==> config.mk <==
export PLATFORM = sky130hd
export DESIGN_NAME = fetch_port
export DESIGN_NICKNAME = d
export VERILOG_FILES = /design/src/pmp_pkg.sv /design/src/fetch_port.sv
export SDC_FILE = /design/constraint.sdc
export NUM_CORES = 1
export LEC_CHECK = 0
export BUFFER_PORTS_ARGS = -buffer_cell sky130_fd_sc_hd__buf_4
export CORE_MARGIN = 3
export CORE_UTILIZATION = 31
export CTS_CLUSTER_SIZE = 14
export DETAILED_ROUTE_END_ITERATION = 8
export HOLD_SLACK_MARGIN = 0.08
export SLEW_MARGIN = 20
export SYNTH_ARGS = -nofsm -noshare
export SYNTH_HDL_FRONTEND = slang
export SYNTH_SLANG_ARGS = --single-unit
==> constraint.sdc <==
create_clock -name i_clk -period 2.4 [get_ports i_clk]
set_input_delay 0.36 -clock i_clk [delete_from_list [all_inputs] [get_ports i_clk]]
set_output_delay 0.36 -clock i_clk [all_outputs]
set_load 0.01 [all_outputs]
==> src/pmp_pkg.sv <==
// Widths, region flag positions, data opcode and requester state enums
package pmp_pkg;

    // Bus widths
    localparam int ADDR_W = 32;  // Word address
    localparam int DATA_W = 32;  // Memory word

    // Region flags, packed as {valid, lock, read, write, execute}
    localparam int FL_W     = 5;
    localparam int FL_X     = 0;
    localparam int FL_W_BIT = 1;
    localparam int FL_R     = 2;
    localparam int FL_L     = 3;
    localparam int FL_V     = 4;

    // Data port opcode
    typedef enum logic {
        OP_LOAD  = 1'b0,
        OP_STORE = 1'b1
    } mem_op_e;

    // Shared requester FSM states
    typedef enum logic [2:0] {
        IDLE      = 3'd0,  // Waiting for a request
        CHECK     = 3'd1,  // Address is in the permission lookup
        WAIT_GNT  = 3'd2,  // Requesting the memory
        WAIT_DATA = 3'd3,  // Read issued, data arrives this cycle
        RESP      = 3'd4   // Holding the response
    } port_state_e;

endpackage

==> src/fetch_port.sv <==
// Instruction fetch requester with execute check and arbitrated memory read
`timescale 1ns/1ns

module fetch_port (
    input  logic                       i_clk,
    input  logic                       i_nrst,
    input  logic                       i_f_valid,
    input  logic [pmp_pkg::ADDR_W-1:0] i_f_addr,
    output logic                       o_f_ready,
    output logic                       o_f_rsp_valid,
    output logic [pmp_pkg::DATA_W-1:0] o_f_rsp_data,
    output logic                       o_f_rsp_fault,
    input  logic                       i_f_rsp_ready,
    output logic [pmp_pkg::ADDR_W-1:0] o_chk_addr,  // To the table lookup
    input  logic                       i_perm_x,
    output logic                       o_req,
    output logic [pmp_pkg::ADDR_W-1:0] o_addr,
    input  logic                       i_gnt,
    input  logic [pmp_pkg::DATA_W-1:0] i_rdata
);

    import pmp_pkg::*;

    port_state_e       state_q;
    logic              fault_q;
    logic [ADDR_W-1:0] addr_q;
    logic [DATA_W-1:0] data_q;

    assign o_f_ready     = (state_q == IDLE);
    assign o_f_rsp_valid = (state_q == RESP);
    assign o_f_rsp_data  = data_q;
    assign o_f_rsp_fault = fault_q;
    assign o_chk_addr    = addr_q;
    assign o_addr        = addr_q;
    assign o_req         = (state_q == WAIT_GNT);

    always_ff @(posedge i_clk or negedge i_nrst) begin
        if (!i_nrst) begin
            state_q <= IDLE;
            fault_q <= 1'b0;
        end else begin
            case (state_q)
                IDLE:      if (i_f_valid) state_q <= CHECK;
                CHECK: begin
                    fault_q <= ~i_perm_x;
                    state_q <= i_perm_x ? WAIT_GNT : RESP;
                end
                WAIT_GNT:  if (i_gnt) state_q <= WAIT_DATA;
                WAIT_DATA: state_q <= RESP;
                RESP:      if (i_f_rsp_ready) state_q <= IDLE;
                default:   state_q <= IDLE;
            endcase
        end
    end

    always_ff @(posedge i_clk) begin
        if (o_f_ready && i_f_valid) begin
            addr_q <= i_f_addr;
        end
        if (state_q == CHECK) begin
            data_q <= '0;       // Faulted fetch returns zero
        end else if (state_q == WAIT_DATA) begin
            data_q <= i_rdata;  // Memory output from the grant edge
        end
    end

endmodule

==> parameters.txt <==
Parameter                              Value

Timing
  Total negative slack ... 0 ns
  Endpoints failing setup ... 0
  Minimum period implied by the final worst setup slack ... 1.86 ns
  Final hold viol count ... 0
  RSZ-0062 raised after global routing ... false
  Worst slew margin relative to its limit ... 61.2%
  Maximum clock frequency ... between 500 and 600 MHz
  Worst Max-Slew Pin Slew ... 0.582 ns
  Number of pins with negative max-slew slack in the final report ... 0
  Skew final ... 0.0108 ns
  Crit share post-route ... 77.6%
  Setup slack after layout ... 0.538 ns
  Final worst hold slack ... 0.201 ns

Route
  Routed WL ... 6260 um
  DRC violations left ... 0
  Number of DRC violations after detailed-routing iteration 0 ... 33
  Vias per cell ... around 4.2
  Drt wl/cell ... 13.3 um
  Final ANT Viol Nets ... 0
  Length of the first detailed-routing pass in iterations ... 4
  Total number of vias ... just under 2000

Synthesis
  Share of the synthesized area in the top cell type ... 37.1%
  Library cell with the largest summed area after synthesis ... edfxtp_1
  Gate count of the mapped netlist ... 227
  Post-synthesis net count ... 297
  Cell area after synthesis ... 0.00259 mm2
  Library cells used by synthesis ... 23
  Largest cells by area after synthesis ... edfxtp_1 37%, dfxtp_1 25%, buf_4 10%, nand2_1 9.3%, o21ai_0 5.4%
  Sequential area share after synthesis ... 65.7%
  Yosys warning total ... 0
  Flip-flop and latch count after synthesis ... between 60 and 70
  Syn Area/Cell ... 11.4 um2

Final layout
  Layout overhead on the synthesized area ... 49.1%
  Most common cell after layout, fill and taps aside ... buf_4
  Top library cells by usage in the layout, fill and taps aside ... 171 x buf_4, 64 x nand2_1, 32 x edfxtp_1, 32 x dfxtp_1, 28 x o21ai_0
  Final Util ... 48.7%
  Register area ... 0.00170 mm2
  Filler Cells Inserted ... 747
  Antenna fix cells ... 0
  Area occupied by multi-input gates ... 544 um2
  Post-layout net count ... 435
  Share of layout cells above drive strength 1 ... between 50% and 60%

Placed design
  Routability cong. ... 0.758
  PortBufs ... 169
  DP HPWL ... 4860 um
  DP Worst Slack ... 0.785 ns

Critical path
  Worst Setup Path Type ... flop to primary output
  Crit path arrival time ... 1.50 ns
  CP required ... ~2.0 ns
  Kind of end point of the critical path ... primary output
  Kind of launch point of the worst setup path ... flop
  Crit-path max FO ... 40

CTS
  CTS clk-pin slew, worst paths ... 0.08 ns
  Skew-Pair Late Insertion Delay ... 0.33 ns
  Clock Sink Count ... slightly below 70
  CTS buffer count ... 9
  Post-CTS setup repair buffer count ... 0
  Gates resized, CTS repair ... 0
  Clock tree from TritonCTS ... built
  Clk Tree Root Cell ... clkbuf_8
  H-tree depth ... 3
  Clk buf depth ... 2

Power and ir drop
  Power density relative to cell area ... 1210 mW/mm2
  Leakage component of the power ... 1.69 nW
  Worst-case vdd ir drop ... 0.533 mV

Job
  Max-cap viol count ... 0

Floorplanning
  Horizontal die dimension ... 97.4 um
  Die area ... 0.00949 mm2
  Die Ht ... 97.4 um
  Std cell rows ... 32
  Total core area ... 0.00793 mm2
  IO Count ... 170
  Initial core utilization ... roughly a third

Global route
  Number of global-route vias before repair ... about 1900
  Total congestion overflow after global routing ... 0
  Total global routing track utilization ... 12.8%
  Wire length of the first global-routing pass ... 9520 um
  Initial antenna violation count ... 0
  Pin count of the biggest net entering global routing ... 68

Hold path
  Path category of the worst min-delay check ... input port to flop

Run status
  Outcome ... completed
-- final timing paths --
| path | cells past startpoint | slack, ns | endpoint | startpoint |
|---|---|---|---|---|
| worst min register to register | 2 | 0.45 | o_f_rsp_data[30]$_SDFFE_PN0N_ | o_f_rsp_data[30]$_SDFFE_PN0N_ |
| max in group asynchronous | 2 | 1.93 | state_q[1]$_DFFE_PN0P_ | i_nrst |
| worst min-delay path | 1 | 0.20 | o_addr[3]$_DFFE_PP_ | i_f_addr[3] |
| worst max register to register | 3 | 0.79 | o_addr[8]$_DFFE_PP_ | state_q[0]$_DFFE_PN0P_ |
| min in group asynchronous | 2 | 0.36 | o_f_rsp_fault$_DFFE_PN0N_ | i_nrst |
| worst max-delay path | 4 | 0.54 | o_req | state_q[1]$_DFFE_PN0P_ |
-- state kept, by name, summed over array words and instances (netlist names) --
register       flops
o_f_rsp_fault      1
state_q            3
o_f_rsp_data      32
o_addr            32
-- worst max-delay path, stage by stage, from the launching register on --
cell and delay, ns:
dfrtp_1 0.35, buf_4 0.37, inv_1 0.12, nor3_1 0.19, buf_4 0.15
-- where the power goes --
group          internal [mW]  switching [mW]
Combinational          0.903           0.932
Sequential              1.70           0.259
Clock                  0.474           0.420
-- stage by stage --
step | instance area (um2) | instances | total power [mW]
CTS | 3860 | 472 | 4.77
global route | 3860 | 472 | 5.02
detailed placement | 3660 | 455 | 3.85
finish | 3860 | 472 | 4.68
floorplan | 2590 | 227 | 3.03
global placement | 3660 | 455 | 3.83
-- routing by layer --
layer,vias to the layer above,wire length (um),track usage [%]
met3,12,701,5.46
met2,117,2880,20.0
met4,0,120,5.22
li1,1004,-,-
met5,-,0,0
met1,857,2550,15.4
-- area by class of cell --
class / count / area share (%)
clock buffer: 9 / 3.21
clock inverter: 7 / 1.72
inverter: 1 / 0.0972
multi-input combinational: 113 / 14.1
sequential: 68 / 44.1
tap: 102 / 3.31
timing repair buffer: 172 / 33.5
-- synth_stat cells --
cell type and instances:
nand2_1 64, buf_4 35, dfxtp_1 32, edfxtp_1 32, o21ai_0 28, buf_6 5, o21ai_1 5, dfrtp_1 4
clkbuf_1 3, nor3_1 3, buf_2 2, mux2i_1 2, nor2_1 2, a2111oi_2 1, a2bb2oi_2 1, and2_1 1
inv_1 1, nand2b_4 1, nor2b_1 1, nor2b_2 1, nor3b_1 1, o31ai_1 1, o32ai_2 1
-- repair_timing --
| item | CTS | global route |
|---|---|---|
| endpoints found under the hold margin | 4 | 0 |
| setup endpoints to repair | 0 | 0 |
| hold buffers | 1 | 0 |
-- logic make-up (layout without fill, tap and decap cells) --
group	count (synthesis)	count (layout)	share of synthesized area, %
multiplexers	2	2	0.773
flip-flops	68	68	65.7
AND/OR/NAND/NOR	74	74	11.8
AO/OA/AOI/OAI	37	37	8.45
buffers and inverters	46	189	13.3
No activity file was read; power rests on OpenSTA's default activity.
