`src/pmp_pkg.sv`:
```
// Widths, region flag positions, data opcode and requester state enums
package pmp_pkg;

    // Bus widths
    localparam int ADDR_W = 32;  // Word address
    localparam int DATA_W = 32;  // Memory word

    // Region flags, packed as {valid, lock, read, write, execute}
    localparam int FL_W     = 5;
    localparam int FL_X     = 0;
    localparam int FL_W_BIT = 1;
    localparam int FL_R     = 2;
    localparam int FL_L     = 3;
    localparam int FL_V     = 4;

    // Data port opcode
    typedef enum logic {
        OP_LOAD  = 1'b0,
        OP_STORE = 1'b1
    } mem_op_e;

    // Shared requester FSM states
    typedef enum logic [2:0] {
        IDLE      = 3'd0,  // Waiting for a request
        CHECK     = 3'd1,  // Address is in the permission lookup
        WAIT_GNT  = 3'd2,  // Requesting the memory
        WAIT_DATA = 3'd3,  // Read issued, data arrives this cycle
        RESP      = 3'd4   // Holding the response
    } port_state_e;

endpackage

```
`src/pmp_table.sv`:
```
// Region table registers with the fetch and data permission lookup
`timescale 1ns/1ns

module pmp_table #(
    parameter int PMP_REGIONS = 4,
    localparam int RGN_W = (PMP_REGIONS > 1) ? $clog2(PMP_REGIONS) : 1
) (
    input  logic                       i_clk,
    input  logic                       i_nrst,
    input  logic                       i_ena,     // Global protection enable
    input  logic                       i_we,      // Region write strobe
    input  logic [RGN_W-1:0]           i_region,
    input  logic [pmp_pkg::ADDR_W-1:0] i_start,
    input  logic [pmp_pkg::ADDR_W-1:0] i_end,     // Inclusive
    input  logic [pmp_pkg::FL_W-1:0]   i_flags,
    input  logic [pmp_pkg::ADDR_W-1:0] i_iaddr,   // Fetch address
    input  logic [pmp_pkg::ADDR_W-1:0] i_daddr,   // Data address
    output logic                       o_r,
    output logic                       o_w,
    output logic                       o_x
);

    import pmp_pkg::*;

    logic [ADDR_W-1:0] start_q [PMP_REGIONS];
    logic [ADDR_W-1:0] end_q   [PMP_REGIONS];
    logic [FL_W-1:0]   flags_q [PMP_REGIONS];

    // Table update, an invalid entry keeps no range
    always_ff @(posedge i_clk or negedge i_nrst) begin
        if (!i_nrst) begin
            for (int i = 0; i < PMP_REGIONS; i++) begin
                start_q[i] <= '0;
                end_q[i]   <= '0;
                flags_q[i] <= '0;
            end
        end else if (i_we) begin
            start_q[i_region] <= i_flags[FL_V] ? i_start : '0;
            end_q[i_region]   <= i_flags[FL_V] ? i_end : '0;
            flags_q[i_region] <= i_flags;
        end
    end

    // Lookup walks from the top index down so the lowest match is applied last
    always_comb begin
        o_x = ~i_ena;  // Unmatched access is allowed only when protection is off
        o_r = ~i_ena;
        o_w = ~i_ena;
        for (int i = PMP_REGIONS - 1; i >= 0; i--) begin
            // Locked regions apply regardless of the enable
            if (flags_q[i][FL_V] && (i_ena || flags_q[i][FL_L])) begin
                if ((i_iaddr >= start_q[i]) && (i_iaddr <= end_q[i])) begin
                    o_x = flags_q[i][FL_X];
                end
                if ((i_daddr >= start_q[i]) && (i_daddr <= end_q[i])) begin
                    o_r = flags_q[i][FL_R];
                    o_w = flags_q[i][FL_W_BIT];
                end
            end
        end
    end

endmodule

```
`config.mk`:
```
export PLATFORM = sky130hd
export DESIGN_NAME = pmp_table
export DESIGN_NICKNAME = d
export VERILOG_FILES = /design/src/pmp_pkg.sv /design/src/pmp_table.sv
export SDC_FILE = /design/constraint.sdc
export NUM_CORES = 1
export LEC_CHECK = 0
export BUFFER_PORTS_ARGS = -buffer_cell sky130_fd_sc_hd__buf_2
export CORE_AREA = 2 2 205 408
export DETAILED_ROUTE_END_ITERATION = 16
export DIE_AREA = 0 0 207 410
export HOLD_SLACK_MARGIN = 0.03
export PLACE_DENSITY_LB_ADDON = 0.05
export RECOVER_POWER = 50
export SLEW_MARGIN = 5
export SYNTH_ARGS = -nofsm -noshare
export SYNTH_HDL_FRONTEND = slang
export SYNTH_SLANG_ARGS = --single-unit
```
`constraint.sdc`:
```
create_clock -name i_clk -period 7.2 [get_ports i_clk]
set_clock_uncertainty 0.05 [all_clocks]
set_input_delay 0 -clock i_clk [delete_from_list [all_inputs] [get_ports i_clk]]
set_output_delay 0 -clock i_clk [all_outputs]
set_load 0.02 [all_outputs]
```
==> metrics.md <==
| Metric | Value |
|---|---|
| Synthesized Nets | 3134 |
| Ys Warns | 0 |
| Max Fclk | 0.198 GHz |
| HP Class | input port to async pin |
| Placer congestion estimate | 0.819 |
| PD cells | 210 nW/um^2 |
| Average cell area after synthesis | 8.80 sq um |
| Slew headroom | -1.59 |
| XOR/XNOR Fraction of Synth Area | 0 |
| Wire per inst | 22.7 um |
| CP most frequent cell | clkbuf_1 |
| Worst Path Arrival | 5320 ps |
| Clock sink count | 276 |
| Worst slack, placed | 3400 ps |
| Initial DRC Count | 760 |
| Worst-skew pair later-pin latency | 560 ps |
| Placed cells | 3633 |
| Pin count of the biggest net entering global routing | 90 |
| Slowest stage delay, CP | 2570 ps |
| Post-route antenna net violation count | 0 |
| Yosys top cell by area | dfrtp_1 |
| GR Util All Layers | 0.202 |
| Final Cycle Share | 0.703 |
| Residual DRC | 0 |
| CTS H-tree lvls | 2 |
| Mapped Area | 21800 sq um |
| DIE AREA | 84900 sq um |
| Crit-path max FO | 74 |
| Clock root buffer | clkbuf_16 |
| Crit Reg-Reg Startpoint | start_q[109] |
| Global-route wire length before repair | 127 mm |
| Crit path kind | input port to flop |
| Clk slew on worst S/H paths | 60 ps |
| Most numerous cell in the Yosys netlist | ha_1 |
| Ratio of cells with drive above 1 in the final layout | 0.0886 |
| Synth Area in Compound Gates | 0.187 |
| Vias per cell | 4.81 |
| Non-Filler Instances | 3767 |
| Final hold vios | 0 |
| Mux cell area share after synthesis | 0.0112 |
| Sequential share of the synthesized area | 0.316 |
| Number of global-route vias before repair | 18700 |
| Post-synth top cells | ha_1 (512), nand2_1 (400), o21ai_0 (333), dfrtp_1 (276), inv_1 (259) |
| Slowest cell on crit path | clkbuf_1 |
| CP Cell Sequence | clkbuf_1 > nand3b_1 > clkbuf_1 > clkbuf_1 > o21ai_0 |
| Row count | 149 |
| Die Span Y | 410 um |
| Max Slew Vio Count | 493 |
| Final setup viols | 0 |
| Crit path required time | 7460 ps |
| Largest cells by area after synthesis | dfrtp_1 (32%), ha_1 (29%), o21ai_0 (7.6%) |
| Multi-input logic area | 13700 sq um |
| Main combinational cell family by area after synthesis | adder cells |
| Main synth FF type | dfrtp_1 |
| HPWL after detailed placement | 65.5 mm |
| Antenna diodes | 0 |
| Total global routing overflow | 0 |
| Cells after synthesis | 2483 |
| Post-Synth Adder-Cell Area | 0.293 |
| Initial antenna violation count | 5 |
| Post-synth EDFFs | 0 |
| DIE WIDTH | 207 um |
| RSZ-0062 raised after global routing | false |
| Fin crit period | 5060 ps |
| R2R Setup Slk | 6260 ps |
| Tot Pwr | 5.36 mW |
| Worst r2r path cells | 2 |
| # IOs | 142 |
| Post-synth ARST share | 1.00 |
| Vias | 18100 |
| Outcome | finished, violations left |
| DRT Pass-1 Iters | 5 |
| P_leak | 11.9 nW |
| Maxcap violations | 8 |
| Simple-gate share of the synthesized area | 0.137 |
| Slew @ Worst Pin | 3890 ps |
| CP endpoint kind | flop |
| Synth top area share | 0.316 |
| FF+latch count, synth | 276 |
| Buffers added on ports | 141 |
| Startpoint types | input port |
| Fill count | 8835 |
| WL final | 85.5 mm |
| Area Overhead vs Synth | 17.1% |
| Post-CTS Setup Inserts | 0 |
| Total core area | 82000 sq um |
| Clock buffer depth | 3 |
| Final worst slack | 2140 ps |
| Total CTS buffers | 34 |
| Count of cell types in the netlist | 63 |
| CTS tree | yes |
| Initial Util | 0.266 |
| Final nets | 3338 |
| Reg2reg end | start_q[109] |
| Failing checks | max-capacitance violations, max-slew violations |
| Peak supply drop | 0.152 mV |
| Sequential Area | 6910 sq um |
| Setup TNS | 0 ps |
==> state kept, by name (all words and copies together) (netlist names) <==
signal and flops:
start_q 128, flags_q 20, end_q 128
==> layer usage <==
layer / vias to the layer above / part of all wire / global-route usage
met5: - / 0.00020 / 0
met4: 2 / 0.029 / 0.0596
met3: 85 / 0.024 / 0.0201
met2: 264 / 0.46 / 0.336
met1: 8467 / 0.48 / 0.275
li1: 9287 / - / -
==> worst max path at each step <==
stage / from / end / slack (ps) / cells past startpoint
final: i_region[0] / end_q[55] / 2140 / 5
after global routing: i_region[0] / end_q[60] / 1410 / 5
after CTS: start_q[46] / o_r / 2760 / 10
after detailed placement: start_q[46] / o_r / 3400 / 10
after global placement: start_q[46] / o_r / 3420 / 10
after floorplan: end_q[85] / o_x / 4540 / 9
==> worst max-delay path: cells and delay by family <==
kind,cells,cell delay [ps]
AND/OR/NAND/NOR,1,120
buffers and inverters,3,4790
AO/OA/AOI/OAI,1,340
==> stage by stage <==
stage          hold slack [ps]  instance area [sq um]  utilization
2_1_floorplan             -346                  21800            -
3_3_place_gp              61.9                  23800        0.290
3_5_place_dp              54.2                  23800        0.290
4_1_cts                   33.9                  25600        0.312
5_1_grt                   82.4                  25600        0.312
6_report                  12.7                  25600        0.312
==> final cells by class <==
type	instances	area share
multi-input combinational	1883	0.537
sequential	276	0.270
timing repair buffer	233	0.0614
tap	1057	0.0517
clock buffer	52	0.0403
inverter	259	0.0380
clock inverter	7	0.00152
==> what timing repair did <==
item	CTS	global route
endpoints found under the hold margin	353	0
gates resized for setup	0	0
hold buffers	75	0
==> power breakdown <==
group,switching [mW],total [mW],internal [mW]
combinational,1.08,1.75,0.669
sequential,0.111,1.87,1.76
clock,0.764,1.75,0.984
==> logic make-up (layout without fill, tap and decap cells) <==
| logic type | Yosys count | after routing |
|---|---|---|
| buf+inv | 324 | 551 |
| compound gates | 691 | 691 |
| mux | 22 | 22 |
| simple gates | 658 | 658 |
| fa+ha+maj | 512 | 512 |
| flops | 276 | 276 |
==> layout by cell type (no fill, tap or decap), types with 8 or more instances in the layout <==
cell / count
ha_1: 512
nand2_1: 400
o21ai_0: 333
dfrtp_1: 276
inv_1: 259
a21oi_1: 151
buf_2: 137
a21o_1: 85
nand4_1: 75
dlygate4sd3_1: 75
nor2_1: 49
nand3_1: 40
clkbuf_16: 35
a211oi_1: 31
nor3_1: 23
mux2_2: 20
clkbuf_1: 16
nor2b_1: 14
buf_4: 12
and4_1: 11
o211ai_1: 11
nand2b_1: 10
a221oi_1: 9
a31oi_1: 9
clkbuf_8: 9
a2111oi_0: 8
No activity file was read; power rests on OpenSTA's default activity.
