File: src/pmp_pkg.sv
// Widths, region flag positions, data opcode and requester state enums
package pmp_pkg;

    // Bus widths
    localparam int ADDR_W = 32;  // Word address
    localparam int DATA_W = 32;  // Memory word

    // Region flags, packed as {valid, lock, read, write, execute}
    localparam int FL_W     = 5;
    localparam int FL_X     = 0;
    localparam int FL_W_BIT = 1;
    localparam int FL_R     = 2;
    localparam int FL_L     = 3;
    localparam int FL_V     = 4;

    // Data port opcode
    typedef enum logic {
        OP_LOAD  = 1'b0,
        OP_STORE = 1'b1
    } mem_op_e;

    // Shared requester FSM states
    typedef enum logic [2:0] {
        IDLE      = 3'd0,  // Waiting for a request
        CHECK     = 3'd1,  // Address is in the permission lookup
        WAIT_GNT  = 3'd2,  // Requesting the memory
        WAIT_DATA = 3'd3,  // Read issued, data arrives this cycle
        RESP      = 3'd4   // Holding the response
    } port_state_e;

endpackage

File: src/data_port.sv
// Load and store requester with read or write check and arbitrated access
`timescale 1ns/1ns

module data_port (
    input  logic                       i_clk,
    input  logic                       i_nrst,
    input  logic                       i_d_valid,
    input  pmp_pkg::mem_op_e           i_d_op,
    input  logic [pmp_pkg::ADDR_W-1:0] i_d_addr,
    input  logic [pmp_pkg::DATA_W-1:0] i_d_wdata,
    output logic                       o_d_ready,
    output logic                       o_d_rsp_valid,
    output logic [pmp_pkg::DATA_W-1:0] o_d_rsp_data,
    output logic                       o_d_rsp_fault,
    input  logic                       i_d_rsp_ready,
    output logic [pmp_pkg::ADDR_W-1:0] o_chk_addr,
    input  logic                       i_perm_r,
    input  logic                       i_perm_w,
    output logic                       o_req,
    output logic                       o_we,
    output logic [pmp_pkg::ADDR_W-1:0] o_addr,
    output logic [pmp_pkg::DATA_W-1:0] o_wdata,
    input  logic                       i_gnt,
    input  logic [pmp_pkg::DATA_W-1:0] i_rdata
);

    import pmp_pkg::*;

    port_state_e       state_q;
    logic              fault_q;
    mem_op_e           op_q;
    logic [ADDR_W-1:0] addr_q;
    logic [DATA_W-1:0] wdata_q;
    logic [DATA_W-1:0] data_q;
    logic              allowed;

    // Permission needed depends on the latched opcode
    assign allowed = (op_q == OP_STORE) ? i_perm_w : i_perm_r;

    assign o_d_ready     = (state_q == IDLE);
    assign o_d_rsp_valid = (state_q == RESP);
    assign o_d_rsp_data  = data_q;
    assign o_d_rsp_fault = fault_q;
    assign o_chk_addr    = addr_q;
    assign o_req         = (state_q == WAIT_GNT);
    assign o_we          = (op_q == OP_STORE);
    assign o_addr        = addr_q;
    assign o_wdata       = wdata_q;

    always_ff @(posedge i_clk or negedge i_nrst) begin
        if (!i_nrst) begin
            state_q <= IDLE;
            fault_q <= 1'b0;
        end else begin
            case (state_q)
                IDLE: if (i_d_valid) state_q <= CHECK;
                CHECK: begin
                    fault_q <= ~allowed;
                    state_q <= allowed ? WAIT_GNT : RESP;
                end
                WAIT_GNT: begin
                    if (i_gnt) begin
                        // Store is done at the grant edge
                        state_q <= (op_q == OP_STORE) ? RESP : WAIT_DATA;
                    end
                end
                WAIT_DATA: state_q <= RESP;
                RESP:      if (i_d_rsp_ready) state_q <= IDLE;
                default:   state_q <= IDLE;
            endcase
        end
    end

    always_ff @(posedge i_clk) begin
        if (o_d_ready && i_d_valid) begin
            op_q    <= i_d_op;
            addr_q  <= i_d_addr;
            wdata_q <= i_d_wdata;
        end
        if (state_q == CHECK) begin
            data_q <= '0;  // Stays zero for stores and faults
        end else if (state_q == WAIT_DATA) begin
            data_q <= i_rdata;
        end
    end

endmodule

File: config.mk
export PLATFORM = sky130hd
export DESIGN_NAME = data_port
export DESIGN_NICKNAME = d
export VERILOG_FILES = /design/src/pmp_pkg.sv /design/src/data_port.sv
export SDC_FILE = /design/constraint.sdc
export NUM_CORES = 1
export LEC_CHECK = 0
export ABC_AREA = 1
export BUFFER_PORTS_ARGS = -buffer_cell sky130_fd_sc_hd__buf_2
export CAP_MARGIN = 25
export CORE_UTILIZATION = 40
export DETAILED_ROUTE_END_ITERATION = 8
export PLACE_DENSITY = 0.8
export SYNTH_ARGS = -nofsm -noshare
export SYNTH_HDL_FRONTEND = slang
export SYNTH_SLANG_ARGS = --single-unit
File: constraint.sdc
create_clock -name i_clk -period 8.61 [get_ports i_clk]
set_clock_uncertainty 0.2 [all_clocks]
set_input_delay 0.861 -clock i_clk [delete_from_list [all_inputs] [get_ports i_clk]]
set_output_delay 0.861 -clock i_clk [all_outputs]
set_load 0.02 [all_outputs]
==> flow_metrics.py <==
metrics = {
    "power": {
        "power_frac_comb_pct": 37.2,
        "p_per_area_mw_per_mm2": 339.6,
        "p_clk_share_pct": 18.4,
        "seqPwrFrac_pct": 44.4,
        "power_switching_w": 0.0006639,
        "p_sw_share_pct": 40.11,
        "p_int_w": 0.0009911,
        "peakVddDrop_v": 0.0002183,
        "cellLeakagePower_nw": 2.389,
    },
    "status": {
        "outcome": "completed",
    },
    "synthesis": {
        "yosys_warnings": 0,
        "synth-simple-area-share_pct": 11.72,
        "syn_nets": 385,
        "synthMuxAreaShare_pct": 0,
        "avgSynthCellArea_um2": 12.99,
        "synth_top_family_by_area": "simple AND/OR/NAND/NOR gates",
        "yosysUniqueCellTypes": 19,
        "yosysTopAreaCellShare_pct": 53.48,
        "seq_area_frac_synth_pct": 73.77,
        "netlist_instances": 281,
        "netlist_area_mm2": 0.003650,
        "ys_top_cells_by_area": "edfxtp_1 (53%), dfxtp_1 (18%), buf_4 (6.6%)",
        "ys_ff_latch": 101,
        "yosysTopAreaCell": "edfxtp_1",
        "synth_xor_xnor_area_share_pct": 0,
        "synth_compound_area_share_pct": 4.731,
        "synthAdderAreaFrac_pct": 0,
    },
    "clock_network": {
        "clk_path_buf_depth": 2,
        "post_cts_resized": 0,
        "cts_tree": "built",
        "cts_hold_buf": 0,
        "htreeDepth": 3,
        "root_buffer": "clkbuf_8",
        "cts_sinks": 101,
        "clk_pin_slew_ps": 100,
        "clk_latency_ps": 350,
        "cts_buffers": 9,
        "cts_setup_buffers": 0,
    },
    "sta": {
        "period_needed_ps": 2707,
        "setup_violations": 0,
        "rsz0062_at_grt": "no",
        "fin_crit_sh_pct": 31.44,
        "relSlewSlack_pct": 45.87,
        "fmaxAchievable_mhz": 369.4,
        "hold_ws_ps": 86.85,
        "worst_pin_slew_ps": 811.9,
        "setup_tns_ps": 0,
        "hold_viol": 0,
        "maxSlewViolCount": 0,
    },
    "worst_setup_path": {
        "start_kind": "flop",
        "crit_path_end_kind": "primary output",
        "critical-path-top-delay-family": "buffers and inverters",
        "crit-reg2reg-capture": "o_addr[6]",
        "critical_path_buf_inv_count": 3,
        "rr_worst_depth": 5,
        "crit_fanout": 39,
        "cp.required_ps": 7550,
        "rr_startpoint": "state_q[2]",
        "cpMaxStageDelayCell": "buf_4",
        "crit_type": "flop to primary output",
        "crit_chain": "buf_4 > inv_1 > nor3_1 > buf_2",
        "reg2reg_slack_ps": 6340,
        "crit_arrival_ps": 1650,
        "cpPeakStageDelay_ps": 360,
    },
    "place": {
        "numPortBuffers": 236,
        "dp_hpwl_um": 6710,
        "gp_congestion": 0.7249,
    },
    "final_layout": {
        "mostFrequentLayoutCells": "buf_2 (236), edfxtp_1 (65), nand2_1 (46), nand3_1 (37), o21ai_0 (33)",
        "syn_to_final_growth_pct": 33.53,
        "drive_above_1_share_pct": 52.86,
        "final_net_count": 589,
        "n_fill_cell": 733,
        "final_common_cell": "buf_2",
        "num_antenna_cells": 0,
    },
    "floorplan": {
        "start_util_pct": 41.65,
        "io-pin-count": 237,
        "die_h_um": 97.52,
        "die_area_mm2": 0.009510,
        "row_count": 34,
        "coreArea_mm2": 0.008763,
        "die_w_um": 97.52,
    },
    "routing": {
        "initialDrtViolationCount": 86,
        "drcViolationCount": 0,
        "dr.pass1.iters": 4,
        "postRouteAntennaNets": 0,
        "via_per_inst": 4.754,
        "routed_wl_um": 8874,
        "wl_per_cell_um": 14.84,
        "vias": 2843,
    },
    "min_path": {
        "hold_class": "primary input to async pin",
    },
    "global_route": {
        "antenna_found_initial": 0,
        "gr-total-overflow": 0,
        "grt_pass1_wl_um": 13340,
        "grt_max_degree": 66,
        "grt_pass1_vias": 2663,
        "grt_usage_pct": 18.30,
    },
    "job": {
        "cap_viol_max_count": 0,
    },
}
## kinds of logic (layout without fill, tap and decap cells)
family	after synthesis	after routing
simple gates	93	93
compound gates	34	34
flops	101	101
buf+inv	53	262
## area by class of cell
| type | instances | area (um^2) | share of cell area (%) |
|---|---|---|---|
| clock buffer | 10 | 127.6 | 2.619 |
| sequential | 101 | 2693 | 55.25 |
| inverter | 7 | 26.28 | 0.5392 |
| tap | 108 | 135.1 | 2.773 |
| multi-input combinational | 127 | 608.1 | 12.48 |
| timing repair buffer | 239 | 1204 | 24.70 |
| clock inverter | 6 | 80.08 | 1.643 |
## cells in the mapped netlist
cell,count
edfxtp_1,65
nand2_1,46
o21a_1,1
inv_1,6
o21ai_0,33
buf_6,4
nand3_1,37
clkbuf_1,4
buf_2,5
inv_2,1
clkbuf_2,1
nor2_4,1
dfxtp_1,32
buf_4,32
dfrtp_1,4
nor3_2,1
nor2_8,1
nor3_1,2
nor2_1,5
## power by group through the flow
| stage | Clock [W] | Sequential (W) | Combinational (W) |
|---|---|---|---|
| floorplan | 0 | 0.000919 | 0.000274 |
| global placement | 0 | 0.000742 | 0.000609 |
| detailed placement | 0 | 0.000746 | 0.000623 |
| CTS | 0.000315 | 0.000736 | 0.000623 |
| global route | 0.000333 | 0.000750 | 0.000658 |
| finish | 0.000304 | 0.000736 | 0.000616 |
## metrics by stage
stage          util, %  instance area, um^2  worst slack (ps)  total power [W]  instances
2_1_floorplan        -                 3650              4325         0.001193        281
3_3_place_gp     53.24                 4666              6273         0.001351        582
3_5_place_dp     53.24                 4666              6229         0.001368        582
4_1_cts          55.61                 4873              5885         0.001674        598
5_1_grt          55.61                 4873              5790         0.001741        598
6_report         55.61                 4873              5903         0.001655        598
## how the worst max path moves through the flow
| stage | from | to | slack (ps) | cells after the start |
|---|---|---|---|---|
| after global routing | state_q[1] | o_req | 5790 | 4 |
| final | state_q[1] | o_req | 5900 | 4 |
| after detailed placement | i_d_valid | o_wdata[14] | 6230 | 4 |
| after CTS | state_q[1] | o_req | 5880 | 4 |
| after global placement | i_d_valid | o_addr[14] | 6270 | 4 |
| after floorplan | i_d_valid | o_addr[0] | 4330 | 2 |
## layer usage
| layer | vias to the layer above | wire (um) | global-route usage [%] |
|---|---|---|---|
| li1 | 1348 | - | - |
| met2 | 147 | 4847 | 33.35 |
| met5 | - | 0 | 0 |
| met3 | 9 | 714 | 5.899 |
| met1 | 1339 | 3174 | 19.57 |
| met4 | 0 | 136 | 6.900 |
## flip-flops by register name, indices dropped and copies added, names as in the netlist
| signal | count |
|---|---|
| o_wdata | 32 |
| o_we | 1 |
| o_d_rsp_fault | 1 |
| state_q | 3 |
| o_d_rsp_data | 32 |
| o_addr | 32 |
Power figures use the tool's default switching activity.
