$ cat src/pmp_pkg.sv
// Widths, region flag positions, data opcode and requester state enums
package pmp_pkg;

    // Bus widths
    localparam int ADDR_W = 32;  // Word address
    localparam int DATA_W = 32;  // Memory word

    // Region flags, packed as {valid, lock, read, write, execute}
    localparam int FL_W     = 5;
    localparam int FL_X     = 0;
    localparam int FL_W_BIT = 1;
    localparam int FL_R     = 2;
    localparam int FL_L     = 3;
    localparam int FL_V     = 4;

    // Data port opcode
    typedef enum logic {
        OP_LOAD  = 1'b0,
        OP_STORE = 1'b1
    } mem_op_e;

    // Shared requester FSM states
    typedef enum logic [2:0] {
        IDLE      = 3'd0,  // Waiting for a request
        CHECK     = 3'd1,  // Address is in the permission lookup
        WAIT_GNT  = 3'd2,  // Requesting the memory
        WAIT_DATA = 3'd3,  // Read issued, data arrives this cycle
        RESP      = 3'd4   // Holding the response
    } port_state_e;

endpackage

$ cat src/mem_arbiter.sv
// Round-robin arbiter between the fetch and data ports onto one memory
`timescale 1ns/1ns

module mem_arbiter (
    input  logic                       i_clk,
    input  logic                       i_nrst,
    input  logic                       i_req0,    // Fetch, read only
    input  logic [pmp_pkg::ADDR_W-1:0] i_addr0,
    input  logic                       i_req1,    // Data
    input  logic                       i_we1,
    input  logic [pmp_pkg::ADDR_W-1:0] i_addr1,
    input  logic [pmp_pkg::DATA_W-1:0] i_wdata1,
    output logic                       o_gnt0,
    output logic                       o_gnt1,
    output logic                       o_mem_en,
    output logic                       o_mem_we,
    output logic [pmp_pkg::ADDR_W-1:0] o_mem_addr,
    output logic [pmp_pkg::DATA_W-1:0] o_mem_wdata
);

    logic last1_q;  // Port 1 won the previous grant

    // On a conflict the port that lost last time goes first
    assign o_gnt0 = i_req0 & (~i_req1 | last1_q);
    assign o_gnt1 = i_req1 & (~i_req0 | ~last1_q);

    always_ff @(posedge i_clk or negedge i_nrst) begin
        if (!i_nrst) begin
            last1_q <= 1'b1;  // Fetch wins the first conflict
        end else if (o_gnt0 || o_gnt1) begin
            last1_q <= o_gnt1;
        end
    end

    // Memory side follows the winner
    assign o_mem_en    = o_gnt0 | o_gnt1;
    assign o_mem_we    = o_gnt1 & i_we1;
    assign o_mem_addr  = o_gnt1 ? i_addr1 : i_addr0;
    assign o_mem_wdata = i_wdata1;  // Only port 1 writes

endmodule

$ cat config.mk
export PLATFORM = sky130hd
export DESIGN_NAME = mem_arbiter
export DESIGN_NICKNAME = d
export VERILOG_FILES = /design/src/pmp_pkg.sv /design/src/mem_arbiter.sv
export SDC_FILE = /design/constraint.sdc
export NUM_CORES = 1
export LEC_CHECK = 0
export ABC_AREA = 1
export BUFFER_PORTS_ARGS = -buffer_cell sky130_fd_sc_hd__buf_2
export CAP_MARGIN = 20
export CELL_PAD_IN_SITES_DETAIL_PLACEMENT = 0
export CELL_PAD_IN_SITES_GLOBAL_PLACEMENT = 1
export CORE_UTILIZATION = 13
export CTS_CLUSTER_SIZE = 25
export DETAILED_ROUTE_END_ITERATION = 8
export GPL_TIMING_DRIVEN = 0
export PLACE_DENSITY = 0.95
export SLEW_MARGIN = 20
export SYNTH_ARGS = -nofsm -noshare
export SYNTH_HDL_FRONTEND = slang
export SYNTH_SLANG_ARGS = --single-unit
$ cat constraint.sdc
create_clock -name i_clk -period 1.7 [get_ports i_clk]
set_input_delay 0.085 -clock i_clk [delete_from_list [all_inputs] [get_ports i_clk]]
set_output_delay 0.085 -clock i_clk [all_outputs]
set_load 0.01 [all_outputs]
==> results of run 1 <==
[worst max path at each step]
stage                   startpoint             end  slack (ns)  cells past startpoint
6_report       last1_q$_DFFE_PN1P_  o_mem_addr[18]        0.45                      6
3_3_place_gp   last1_q$_DFFE_PN1P_  o_mem_addr[18]        0.43                      6
2_1_floorplan  last1_q$_DFFE_PN1P_  o_mem_addr[23]        0.65                      5
3_5_place_dp   last1_q$_DFFE_PN1P_  o_mem_addr[18]        0.42                      6
5_1_grt        last1_q$_DFFE_PN1P_  o_mem_addr[20]        0.34                      6
4_1_cts        last1_q$_DFFE_PN1P_  o_mem_addr[18]        0.42                      6
[metrics by stage]
| stage | setup WS [ns] | instances |
|---|---|---|
| global route | 0.335 | 359 |
| detailed placement | 0.418 | 359 |
| CTS | 0.419 | 359 |
| finish | 0.447 | 359 |
| floorplan | 0.647 | 149 |
| global placement | 0.429 | 359 |
[routing by layer]
layer | vias up | GRT usage [%] | wire (um) | part of all wire [%]
li1 | 708 | - | - | -
met1 | 561 | 9.55 | 1190 | 37
met2 | 85 | 19.3 | 1740 | 55
met3 | 0 | 0.114 | 246 | 7.8
met4 | 0 | 0 | 0 | 0
met5 | - | 0 | 0 | 0
[power groups by stage]
| stage | logic, W | registers, W | clock network, W |
|---|---|---|---|
| global placement | 0.000475 | 0.0000313 | 0 |
| detailed placement | 0.000479 | 0.0000318 | 0 |
| finish | 0.000471 | 0.0000316 | 0 |
| floorplan | 0.000263 | 0.0000311 | 0 |
| global route | 0.000530 | 0.0000323 | 0 |
| CTS | 0.000480 | 0.0000318 | 0 |
[cell type report]
| class | instances | area, um^2 |
|---|---|---|
| Timing Repair Buffer | 135 | 676 |
| Fill cell | 662 | 4360 |
| Multi-Input combinational cell | 103 | 447 |
| Tap cell | 75 | 93.8 |
| Sequential cell | 1 | 26.3 |
| Inverter | 3 | 11.3 |
| Buffer | 42 | 312 |
[placed cells by master (no fill, tap or decap), types with 2 or more instances in the layout]
cell / instances
buf_2: 141
nand2_1: 66
buf_4: 33
nand3_1: 32
buf_6: 3
inv_1: 3
nand2_4: 2
[Yosys cell counts]
master    number  area (um^2)
nor2_1         1         3.75
nand2_1       66          248
dfstp_2        1         26.3
nand3b_1       1         7.51
nand3_1       32          160
nand2_4        2         22.5
inv_1          3         11.3
buf_4         33          248
o21ai_0        1         5.00
buf_2          6         30.0
buf_6          3         33.8
[worst reg2reg max path, stage by stage, from the launching register on]
cell and delay [ns]:
dfstp_2 0.53, nand2_4 0.09, nand2_4 0.14, buf_6 0.15, nand2_1 0.06
[kinds of logic after synthesis]
kind of cell,share of synthesized area [%]
and+or+nand+nor,55.5
DFF,3.30
AOI/OAI and AO/OA,0.628
buffers and inverters,40.6
==> metrics list, run 1 <==
- Total of max-cap violations: 0
- After routing, the total negative slack on setup checks comes to 0 ns.
* Number of antenna-violating nets in the routed design: 0
* Category of the worst setup path launch point: flop
- The run finished with clean final reports.
- Fraction of final layout cells sized beyond drive strength 1: roughly 63%
* CTS resizes: 0
- At the later pin of the worst-skew pair, clock insertion delay measures 0 ns.
- From bottom edge to top edge, the die measures between 80 and 90 um.
- Setup repair after global routing left no endpoint under its margin.
- Global-route wire length before repair: 4540 um
- The final critical path takes up 73.7% of the cycle.
- Once layout is complete, the utilization of the core stands at around a quarter.
- Part of the power in the clock network: 0%
- Number of global-route vias before repair: slightly above 1000
- Initial drt markers: 33
* Part of the Yosys area used for sequential elements: around 3.3%
- The slowest stage of the critical path is the dfstp_2 cell.
* Routed vias: between 1000 and 1500
* PortBufs: ~140
* Largest register by flop count: last1_q
- Setup violations, final: 0
- The share of total power dissipated in combinational logic is between 90% and 100%.
- The worst register-to-register path begins at last1_q$_DFFE_PN1P_.
- Gate count of the mapped netlist: between 100 and 150
- Critical Path End Type: output pin
- Number of setup buffers added after CTS: 0
* Area delta synth->final: 96.7%
- The net count of the finished layout is slightly below 400.
* Worst r2r dst: last1_q$_DFFE_PN1P_
- Summed over all layers, the global routing overflow is 0.
- Across every metal layer, demand over resource in global routing totals 8.77%.
- Hold is met by ~0.023 ns.
* Headroom to the max-slew limit: 86.2%
* Maximum cell stage delay along the critical path: 0.53 ns
- After layout, the minimum clock period comes to roughly 1.3 ns.
- Wire length per cell after detailed routing: ~8.8 um
* Cell depth of the worst flop-to-flop path: 4
* GP Congestion: 0.710
- For this block, the routed nets add up to about 3200 um of wire.
- Die width: roughly 80 um
* Synthesized area divided by synthesized cell count: between 5 and 6 um^2
- Before antenna repair, the detailed router went through 4 iterations.
- Number of failing hold endpoints at the final stage: 0
- Number of cell rows: 28
* Maximum fanout count along the critical path: 10
- The floorplan step defined a core boundary enclosing 5920 um^2.
- STA puts the critical path data required time at between 1.5 and 2 ns.
* Netlist area before placement: around 800 um^2
- After clock tree synthesis, the flow added hold-fix buffers numbering 0.
* Internal Pwr Total: 0.000269 W
* # DRC: 0
- After legalization and detailed placement, the total HPWL measured approximately 2700 um.
* Largest registers ranked by flip-flop count: last1_q x1
- CTS clk-pin slew, worst paths: 0 ns
- Flip-flop count of the largest register, all copies and words added: 1
- VDD sags by at most about 0.082 mV.
- The setup path with the least slack is of type reg2out.
- The number of pins with negative max-slew slack in the final report came to 0.
* Min-delay worst type: in2async
- Leakage component of the power: roughly 1.1 nW
- Power spread over the standard cell area amounts to roughly 320 nW/um^2.
* Net switching power: between 0.0002 and 0.00025 W
- Post-Synthesis Net Count: 250
- With fillers left out, the area of the finished cells amounts to 1570 um^2.
* Antenna Diode Count: 0
- Total power after layout: a little over 0.0005 W
* Yosys synthesis warning count: 0
- Grouping stages by cell kind, the critical path spends the most delay in flip-flops.
- Synth unique cells: 11
- Between clock sinks in the finished design, the worst skew comes to 0 ns.
- The initial antenna violation count was 0.
- Buffer and inverter count on the worst path: 2
- Data arrival at the endpoint of the critical path: between 1 and 1.5 ns
- The die covers approximately 6400 um^2.
- Post-synthesis sequential element count: 1
- Entering global routing, the biggest net connects 11 pins.
- Seq pwr share: under 10%
- For this configuration, the core starts out at a cell density of between 10% and 20%.
* Switching portion of total power: 46.4%
- Ordered cell list for the critical path: nand2_4, nand2_4, buf_6, nand2_1, nand2_1, buf_2
* Cell area reported after detailed placement: between 1500 and 2000 um^2
- Mean number of vias per cell: about 3.8
- The setup check on the worst reg-to-reg path leaves a slack of ~0.64 ns.
- At the pin with the least slew margin, the transition time is between 0.2 and 0.25 ns.
- Static timing analysis puts the maximum clock frequency at approximately 800 MHz.
- For this design the top-level I/O count stands at between 150 and 200.
(Power assumes the default switching activity.)
==> inputs of run 2 (changes only) <==
CORE_UTILIZATION = 11   (was 13)
PLACE_DENSITY = 0.88   (was 0.95)
clock period = 1.1 ns   (was 1.7 ns; I/O delays follow)
==> metrics list, run 2 (synthesis gave the netlist of run 1 again) <==
* Number of antenna-violating nets in the routed design: 0 (unchanged)
* Net switching power: 0.000405 W (+74%)
- Category of the worst setup path launch point: flop
- The number of antenna cells inserted came to 0 (unchanged).
* Highest achievable clock rate: 830 MHz
- Counting instances, the worst hold path has a depth of 2.
- Setup repair after global routing could not meet its margin everywhere.
* I/O pin total: 169 (unchanged)
- The worst IR drop on VDD was 0.185 mV (+130%).
- Slowest cell on the critical path: dfstp_2
* Headroom to the max-slew limit: 87.2% (+1.0 points)
- Leaving out fill and tap cells, the most frequent cells in the layout are buf_2, nand2_1, buf_4, nand3_1, nand2_2.
- Maximum cell stage delay along the critical path: 0.57 ns (+0.04 ns)
- Die width: 87.1 um (+8.5%)
- The total vias in the final route came to 1404 (+3.7%).
- Grt total ovfl: 0 (unchanged)
- Violations in the final reports: negative setup slack
- Counting I/O delays and the setup requirement, the final critical path takes roughly 1.2 ns.
* Largest registers ranked by flip-flop count: last1_q x1
- Clk_skew: 0 ns (unchanged)
- Height of the chip: 87.1 um (+8.5%)
- Largest register by flop count: last1_q
* Filler cell count in the final layout: 829 (+25%)
* Sum of routed wire length over all layers: 3550 um (+12%)
- Worst setup path category: reg2out
* Detailed placer's ending HPWL: 2840 um (+3.6%)
- Wire length per cell after detailed routing: 9.16 um (+3.6%)
- Number of failing hold endpoints at the final stage: 0 (unchanged)
- Number of antenna violations at the first check in global routing: 0 (unchanged)
- The area of the placeable core is 6910 um^2 (+17%).
- The combinational fraction of design power is 94.2% (+0.5 points).
- Commonest non-fill, non-tap cell in the layout: buf_2
* Part of the power in the clock network: 0% (unchanged)
* Fraction of final layout cells sized beyond drive strength 1: 69.5% (+6.1 points)
- Number of cell rows: 30 (+7.1%)
* Pwr/cell area: 502 nW/um^2 (+56%)
- The violation count after the first detailed-route iteration came to 20 (-39%).
* Part of the cycle the worst path needs: 109%
- The signal on the critical path passes through nand2_8, nand2_8, clkbuf_16, nand2_1, nand2_1, buf_2.
- The total global-route track usage is 7.11% (-1.7 points).
* Summed negative setup slack over all endpoints: -2.75 ns (-2.75 ns)
- The number of pins with negative max-slew slack in the final report was 0 (unchanged).
- The leakage power is 1.13 nW (+6.3%).
* Cell depth of the worst flop-to-flop path: 5 (+1)
- The average via count per standard cell is 3.62 (-4.1%).
- The first-pass GRT wire length was 4480 um (-1.4%).
- Data arrival at the endpoint of the critical path: 1.15 ns (-0.02 ns)
- The run finished, with violations left.
* Cell area reported after detailed placement: 1590 um^2 (+1.7%)
- The final layout net count is 395 (+2.1%).
- Maximum number of pins on one net before global-route repair: 11 (unchanged)
- The clock network latency to the later pin of the worst-skew pair is 0 ns (unchanged).
- The number of maximum-capacitance constraint violations is 0 (unchanged).
* Min-delay worst type: in2out
- Maximum fanout count along the critical path: 7 (-3)
* Area delta synth->final: 125%
- The power consumption came to 0.000897 W (+79%).
- The critical path required time was 1.04 ns (-0.58 ns).
- GP Congestion: 0.656 (-7.7%)
- Number of global-route vias before repair: 1027 (+0.39%)
* Slew of the pin with the lowest slew margin: 0.192 ns (-0.0157 ns)
* Seq pwr share: 5.8% (-0.5 points)
* Internal Pwr Total: 0.000492 W (+83%)
* # DRC: 0 (unchanged)
* Switching portion of total power: 45.2% (-1.2 points)
- PortBufs: 135 (unchanged)
- Setup violations, final: 37 (+37)
* Starting density of the core: 11.5% (-1.9 points)
- The cell area after layout came to 1790 um^2 (+14%).
* Pre-Repair DR Iteration Count: 3 (-1)
- The clock-pin slew on the worst setup and hold paths was 0 ns (unchanged).
- The die outline area is 7580 um^2 (+18%).
* Critical Path End Type: output pin
* Flip-flop count of the largest register, all copies and words added: 1 (unchanged)
* Minimum setup slack in the final design: -0.104 ns (-0.551 ns)
run 2: changes by cell type in the layout (fill, tap and decap cells not counted), moves of 2 or more:
cell       delta
buf_2         -4
buf_4         +4
buf_6         +2
buf_8         +2
clkbuf_16     +2
nand2_1      -14
nand2_2      +13
nand2_8       +2
run 2: what timing repair did:
item | in CTS | in global routing
resized for setup | 6 | 25
pin swaps | 1 | 1
setup buffers | 3 | 0
cloned | 1 | 3
hold buffers | 1 | 0
endpoints found under the setup margin | 37 | 37
endpoints found under the hold margin | 1 | 0
run 2: critical path, delay by kind of cell, from the launching register on:
kind	cells	cell delay, ns
flops	1	0.57
simple gates	4	0.30
buf+inv	2	0.27
run 2: final timing paths:
kind                                             to           startpoint  slack, ns
worst min register to register  last1_q$_DFFE_PN1P_  last1_q$_DFFE_PN1P_       0.55
worst max register to register  last1_q$_DFFE_PN1P_  last1_q$_DFFE_PN1P_      -0.05
worst max-delay path                 o_mem_addr[12]  last1_q$_DFFE_PN1P_      -0.10
min in group asynchronous       last1_q$_DFFE_PN1P_               i_nrst       0.53
max in group asynchronous       last1_q$_DFFE_PN1P_               i_nrst       0.55
worst min-delay path                o_mem_wdata[31]         i_wdata1[31]       0.29
run 2: cell type report:
type / instances / area, um^2 / share of cell area, %
multi-input combinational: 104 / 518 / 29.0
sequential: 1 / 26.3 / 1.47
inverter: 3 / 13.8 / 0.770
tap: 96 / 120 / 6.72
buffer: 42 / 324 / 18.1
timing repair buffer: 142 / 786 / 43.9
run 2: metrics by stage:
stage	setup slack, ns	hold WS [ns]	std cells	util (%)
after global routing	-0.168	0.296	388	25.9
final	-0.104	0.293	388	25.9
after detailed placement	-0.184	-0.00559	380	23.0
after CTS	-0.124	0.294	385	24.1
after floorplan	0.0774	-0.0928	149	-
after global placement	-0.195	-0.00849	380	23.0
run 2: power by group through the flow:
| stage | combinational, W | clock (W) | sequential, W |
|---|---|---|---|
| 6_report | 0.000845 | 0 | 0.0000520 |
| 5_1_grt | 0.000932 | 0 | 0.0000526 |
| 4_1_cts | 0.000782 | 0 | 0.0000521 |
| 3_5_place_dp | 0.000740 | 0 | 0.0000492 |
| 3_3_place_gp | 0.000736 | 0 | 0.0000494 |
| 2_1_floorplan | 0.000406 | 0 | 0.0000481 |
run 2: metal layers:
layer | wire length [um] | up-vias | track usage (%)
li1 | - | 727 | -
met1 | 1460 | 599 | 8.77
met2 | 1850 | 78 | 14.2
met3 | 252 | 0 | 0.284
met4 | 0 | 0 | 0
met5 | 0 | - | 0
==> inputs of run 3 (changes only) <==
CELL_PAD_IN_SITES_DETAIL_PLACEMENT = default   (was 0)
CELL_PAD_IN_SITES_GLOBAL_PLACEMENT = default   (was 1)
CORE_AREA = 2 2 65 67   (was default)
CORE_UTILIZATION = default   (was 11)
DIE_AREA = 0 0 67 69   (was default)
PLACE_DENSITY = 0.83   (was 0.88)
==> metrics list, run 3 (synthesis gave the netlist of run 1 again) <==
- The critical path in this run is classified as reg2out.
- The first-pass GRT wire length is 5290 um (+18%).
- The sum of negative setup slack was -1.15 ns (+1.59 ns).
- Commonest non-fill, non-tap cell in the layout: buf_2
- Number of antenna violations at the first check in global routing: 0 (unchanged)
- Buffer and inverter count on the worst path: 2 (unchanged)
* Die width: 67 um (-23%)
- The checks that failed: negative setup slack.
- Height of the chip: 69 um (-21%)
- The detailed-router iteration count before antenna repair is 4 (+1).
- The power consumption was 0.000878 W (-2.1%).
- Slowest cell on the critical path: dfstp_2
* Largest register by flop count: last1_q
* Maximum fanout count along the critical path: 7 (unchanged)
- Compared with the post-synthesis result, the final layout area differs by 112%.
* Layout net count: 395 (unchanged)
* Highest achievable clock rate: 861 MHz (+3.8%)
* Min-delay worst type: in2out
- Highest-count cells in the layout ignoring fill and taps: buf_2, nand2_1, buf_4, nand3_1, nand2_2
- Startpoint of the worst setup timing path: last1_q$_DFFE_PN1P_
- Clk_skew: 0 ns (unchanged)
- Largest registers ranked by flip-flop count: last1_q x1
- The detail-routed net length per standard cell came to 10.5 um (+15%).
* # DRC: 0 (unchanged)
- Peak supply drop: 0.390 mV (+110%)
* I/O pin total: 169 (unchanged)
* Clock Latency Late Sink: 0 ns (unchanged)
* Maximum cell stage delay along the critical path: 0.53 ns (-0.04 ns)
* RSZ-0062 raised after global routing: yes
- The violation count after the first detailed-route iteration was 23 (+15%).
- The last weighted congestion value of the routability-driven placer is 0.736 (+12%).
* Part of the cycle the worst path needs: 106% (-4.0 points)
* Minimum setup slack in the final design: -0.0608 ns (+0.0437 ns)
- Number of antenna-violating nets in the routed design: 0 (unchanged)
- Global Route Usage Sum: 13.4% (+6.3 points)
- The worst-case headroom to the max-slew limit was 86.4% (-0.85 points).
- Result of the run: finished with violations
* Total of max-cap violations: 0 (unchanged)
- Flip-flop count of the largest register, all copies and words added: 1 (unchanged)
* Antenna Diode Count: 0 (unchanged)
* Mean number of vias per cell: 4.09 (+13%)
- The shortest period the worst path allows is 1.16 ns (-0.0437 ns).
- The critical path required time is 1.04 ns (about the same).
- The total length of routed wires was 3600 um (+1.4%).
- CTS clk-pin slew, worst paths: 0 ns (unchanged)
- Fraction of final layout cells sized beyond drive strength 1: 69.5% (unchanged)
* Setup violations, final: 32 (-14%)
- The count of standard-cell rows is 23 (-23%).
- The leftover overflow at the end of global routing is 0 (unchanged).
- Data arrival at the endpoint of the critical path: 1.11 ns (-0.04 ns)
* PortBufs: 135 (unchanged)
- Reg2Reg Launch Point: last1_q$_DFFE_PN1P_
* Detailed placer's ending HPWL: 2850 um (+0.25%)
- The number of hold-slack violations in the final timing report is 0 (unchanged).
- The worst setup path is launched from a flop.
- Critical Path End Type: output pin
- The leakage power is 1.12 nW (-1.3%).
* Filler cell count in the final layout: 427 (-48%)
- The largest net degree at the start of global routing came to 11 (unchanged).
* Core outline area: 3910 um^2 (-43%)
- Ordered cell list for the critical path: nand2_4, nand2_8, buf_6, nand2_2, nand2_2, buf_6
* Number of global-route vias before repair: 1237 (+20%)
- The number of pins with negative max-slew slack in the final report is 0 (unchanged).
- The total vias in the final route is 1399 (-0.36%).
- On the critical path the largest part of the delay comes from flip-flops.
- Slew of the pin with the lowest slew margin: 0.204 ns (+0.0128 ns)
- The worst hold path begins at i_wdata1[19].
- Starting density of the core: 20.3% (+8.8 points)
- The power per standard cell area is 521 nW/um^2 (+3.9%).
* Floorplan die area: 4620 um^2 (-39%)
## run 3: through the flow
| stage | worst slack [ns] | util [%] | cells | hold slack, ns | cell area [um^2] |
|---|---|---|---|---|---|
| 2_1_floorplan | 0.0774 | - | 149 | -0.0928 | 796 |
| 3_3_place_gp | -0.110 | 39.2 | 334 | -0.0105 | 1530 |
| 3_5_place_dp | -0.124 | 39.2 | 334 | -0.00891 | 1530 |
| 4_1_cts | -0.0731 | 41.0 | 340 | 0.293 | 1600 |
| 5_1_grt | -0.113 | 43.1 | 342 | 0.297 | 1690 |
| 6_report | -0.0608 | 43.1 | 342 | 0.293 | 1690 |
## run 3: worst paths after layout
path,to,slack (ns),cells after the start
min in group asynchronous,last1_q$_DFFE_PN1P_,0.52,2
setup reg to reg,last1_q$_DFFE_PN1P_,0,5
hold reg to reg,last1_q$_DFFE_PN1P_,0.48,2
setup / recovery,o_mem_addr[25],-0.06,6
hold / removal,o_mem_wdata[19],0.29,2
max in group asynchronous,last1_q$_DFFE_PN1P_,0.56,2
## run 3: report_power, final
part	leakage (nW)	total, W	internal [W]	switching, W
sequential	0.0105	0.0000484	0.0000445	0.00000393
combinational	1.11	0.000830	0.000435	0.000395
clock	0	0	0	0
## run 3: area by class of cell
cell class,count,area [um^2],area share [%]
Timing Repair Buffer,143,767,45.5
Multi-Input combinational cell,103,495,29.4
Buffer,42,323,19.2
Tap cell,50,62.6,3.71
Sequential cell,1,26.3,1.56
Inverter,3,11.3,0.668
## run 3: repair_timing
item	CTS	global route
gates cloned	2	0
endpoints found under the setup margin	31	37
setup buffers	3	2
hold buffers	1	0
pin swaps	2	3
endpoints found under the hold margin	1	0
resized for setup	8	22
## run 3: routing by layer
| layer | track usage [%] | up-vias | routed length (um) |
|---|---|---|---|
| met1 | 15.3 | 589 | 1300 |
| met2 | 27.5 | 84 | 2010 |
| met5 | 0 | - | 0 |
| met3 | 0.653 | 2 | 284 |
| li1 | - | 724 | - |
| met4 | 0.454 | 0 | 12 |
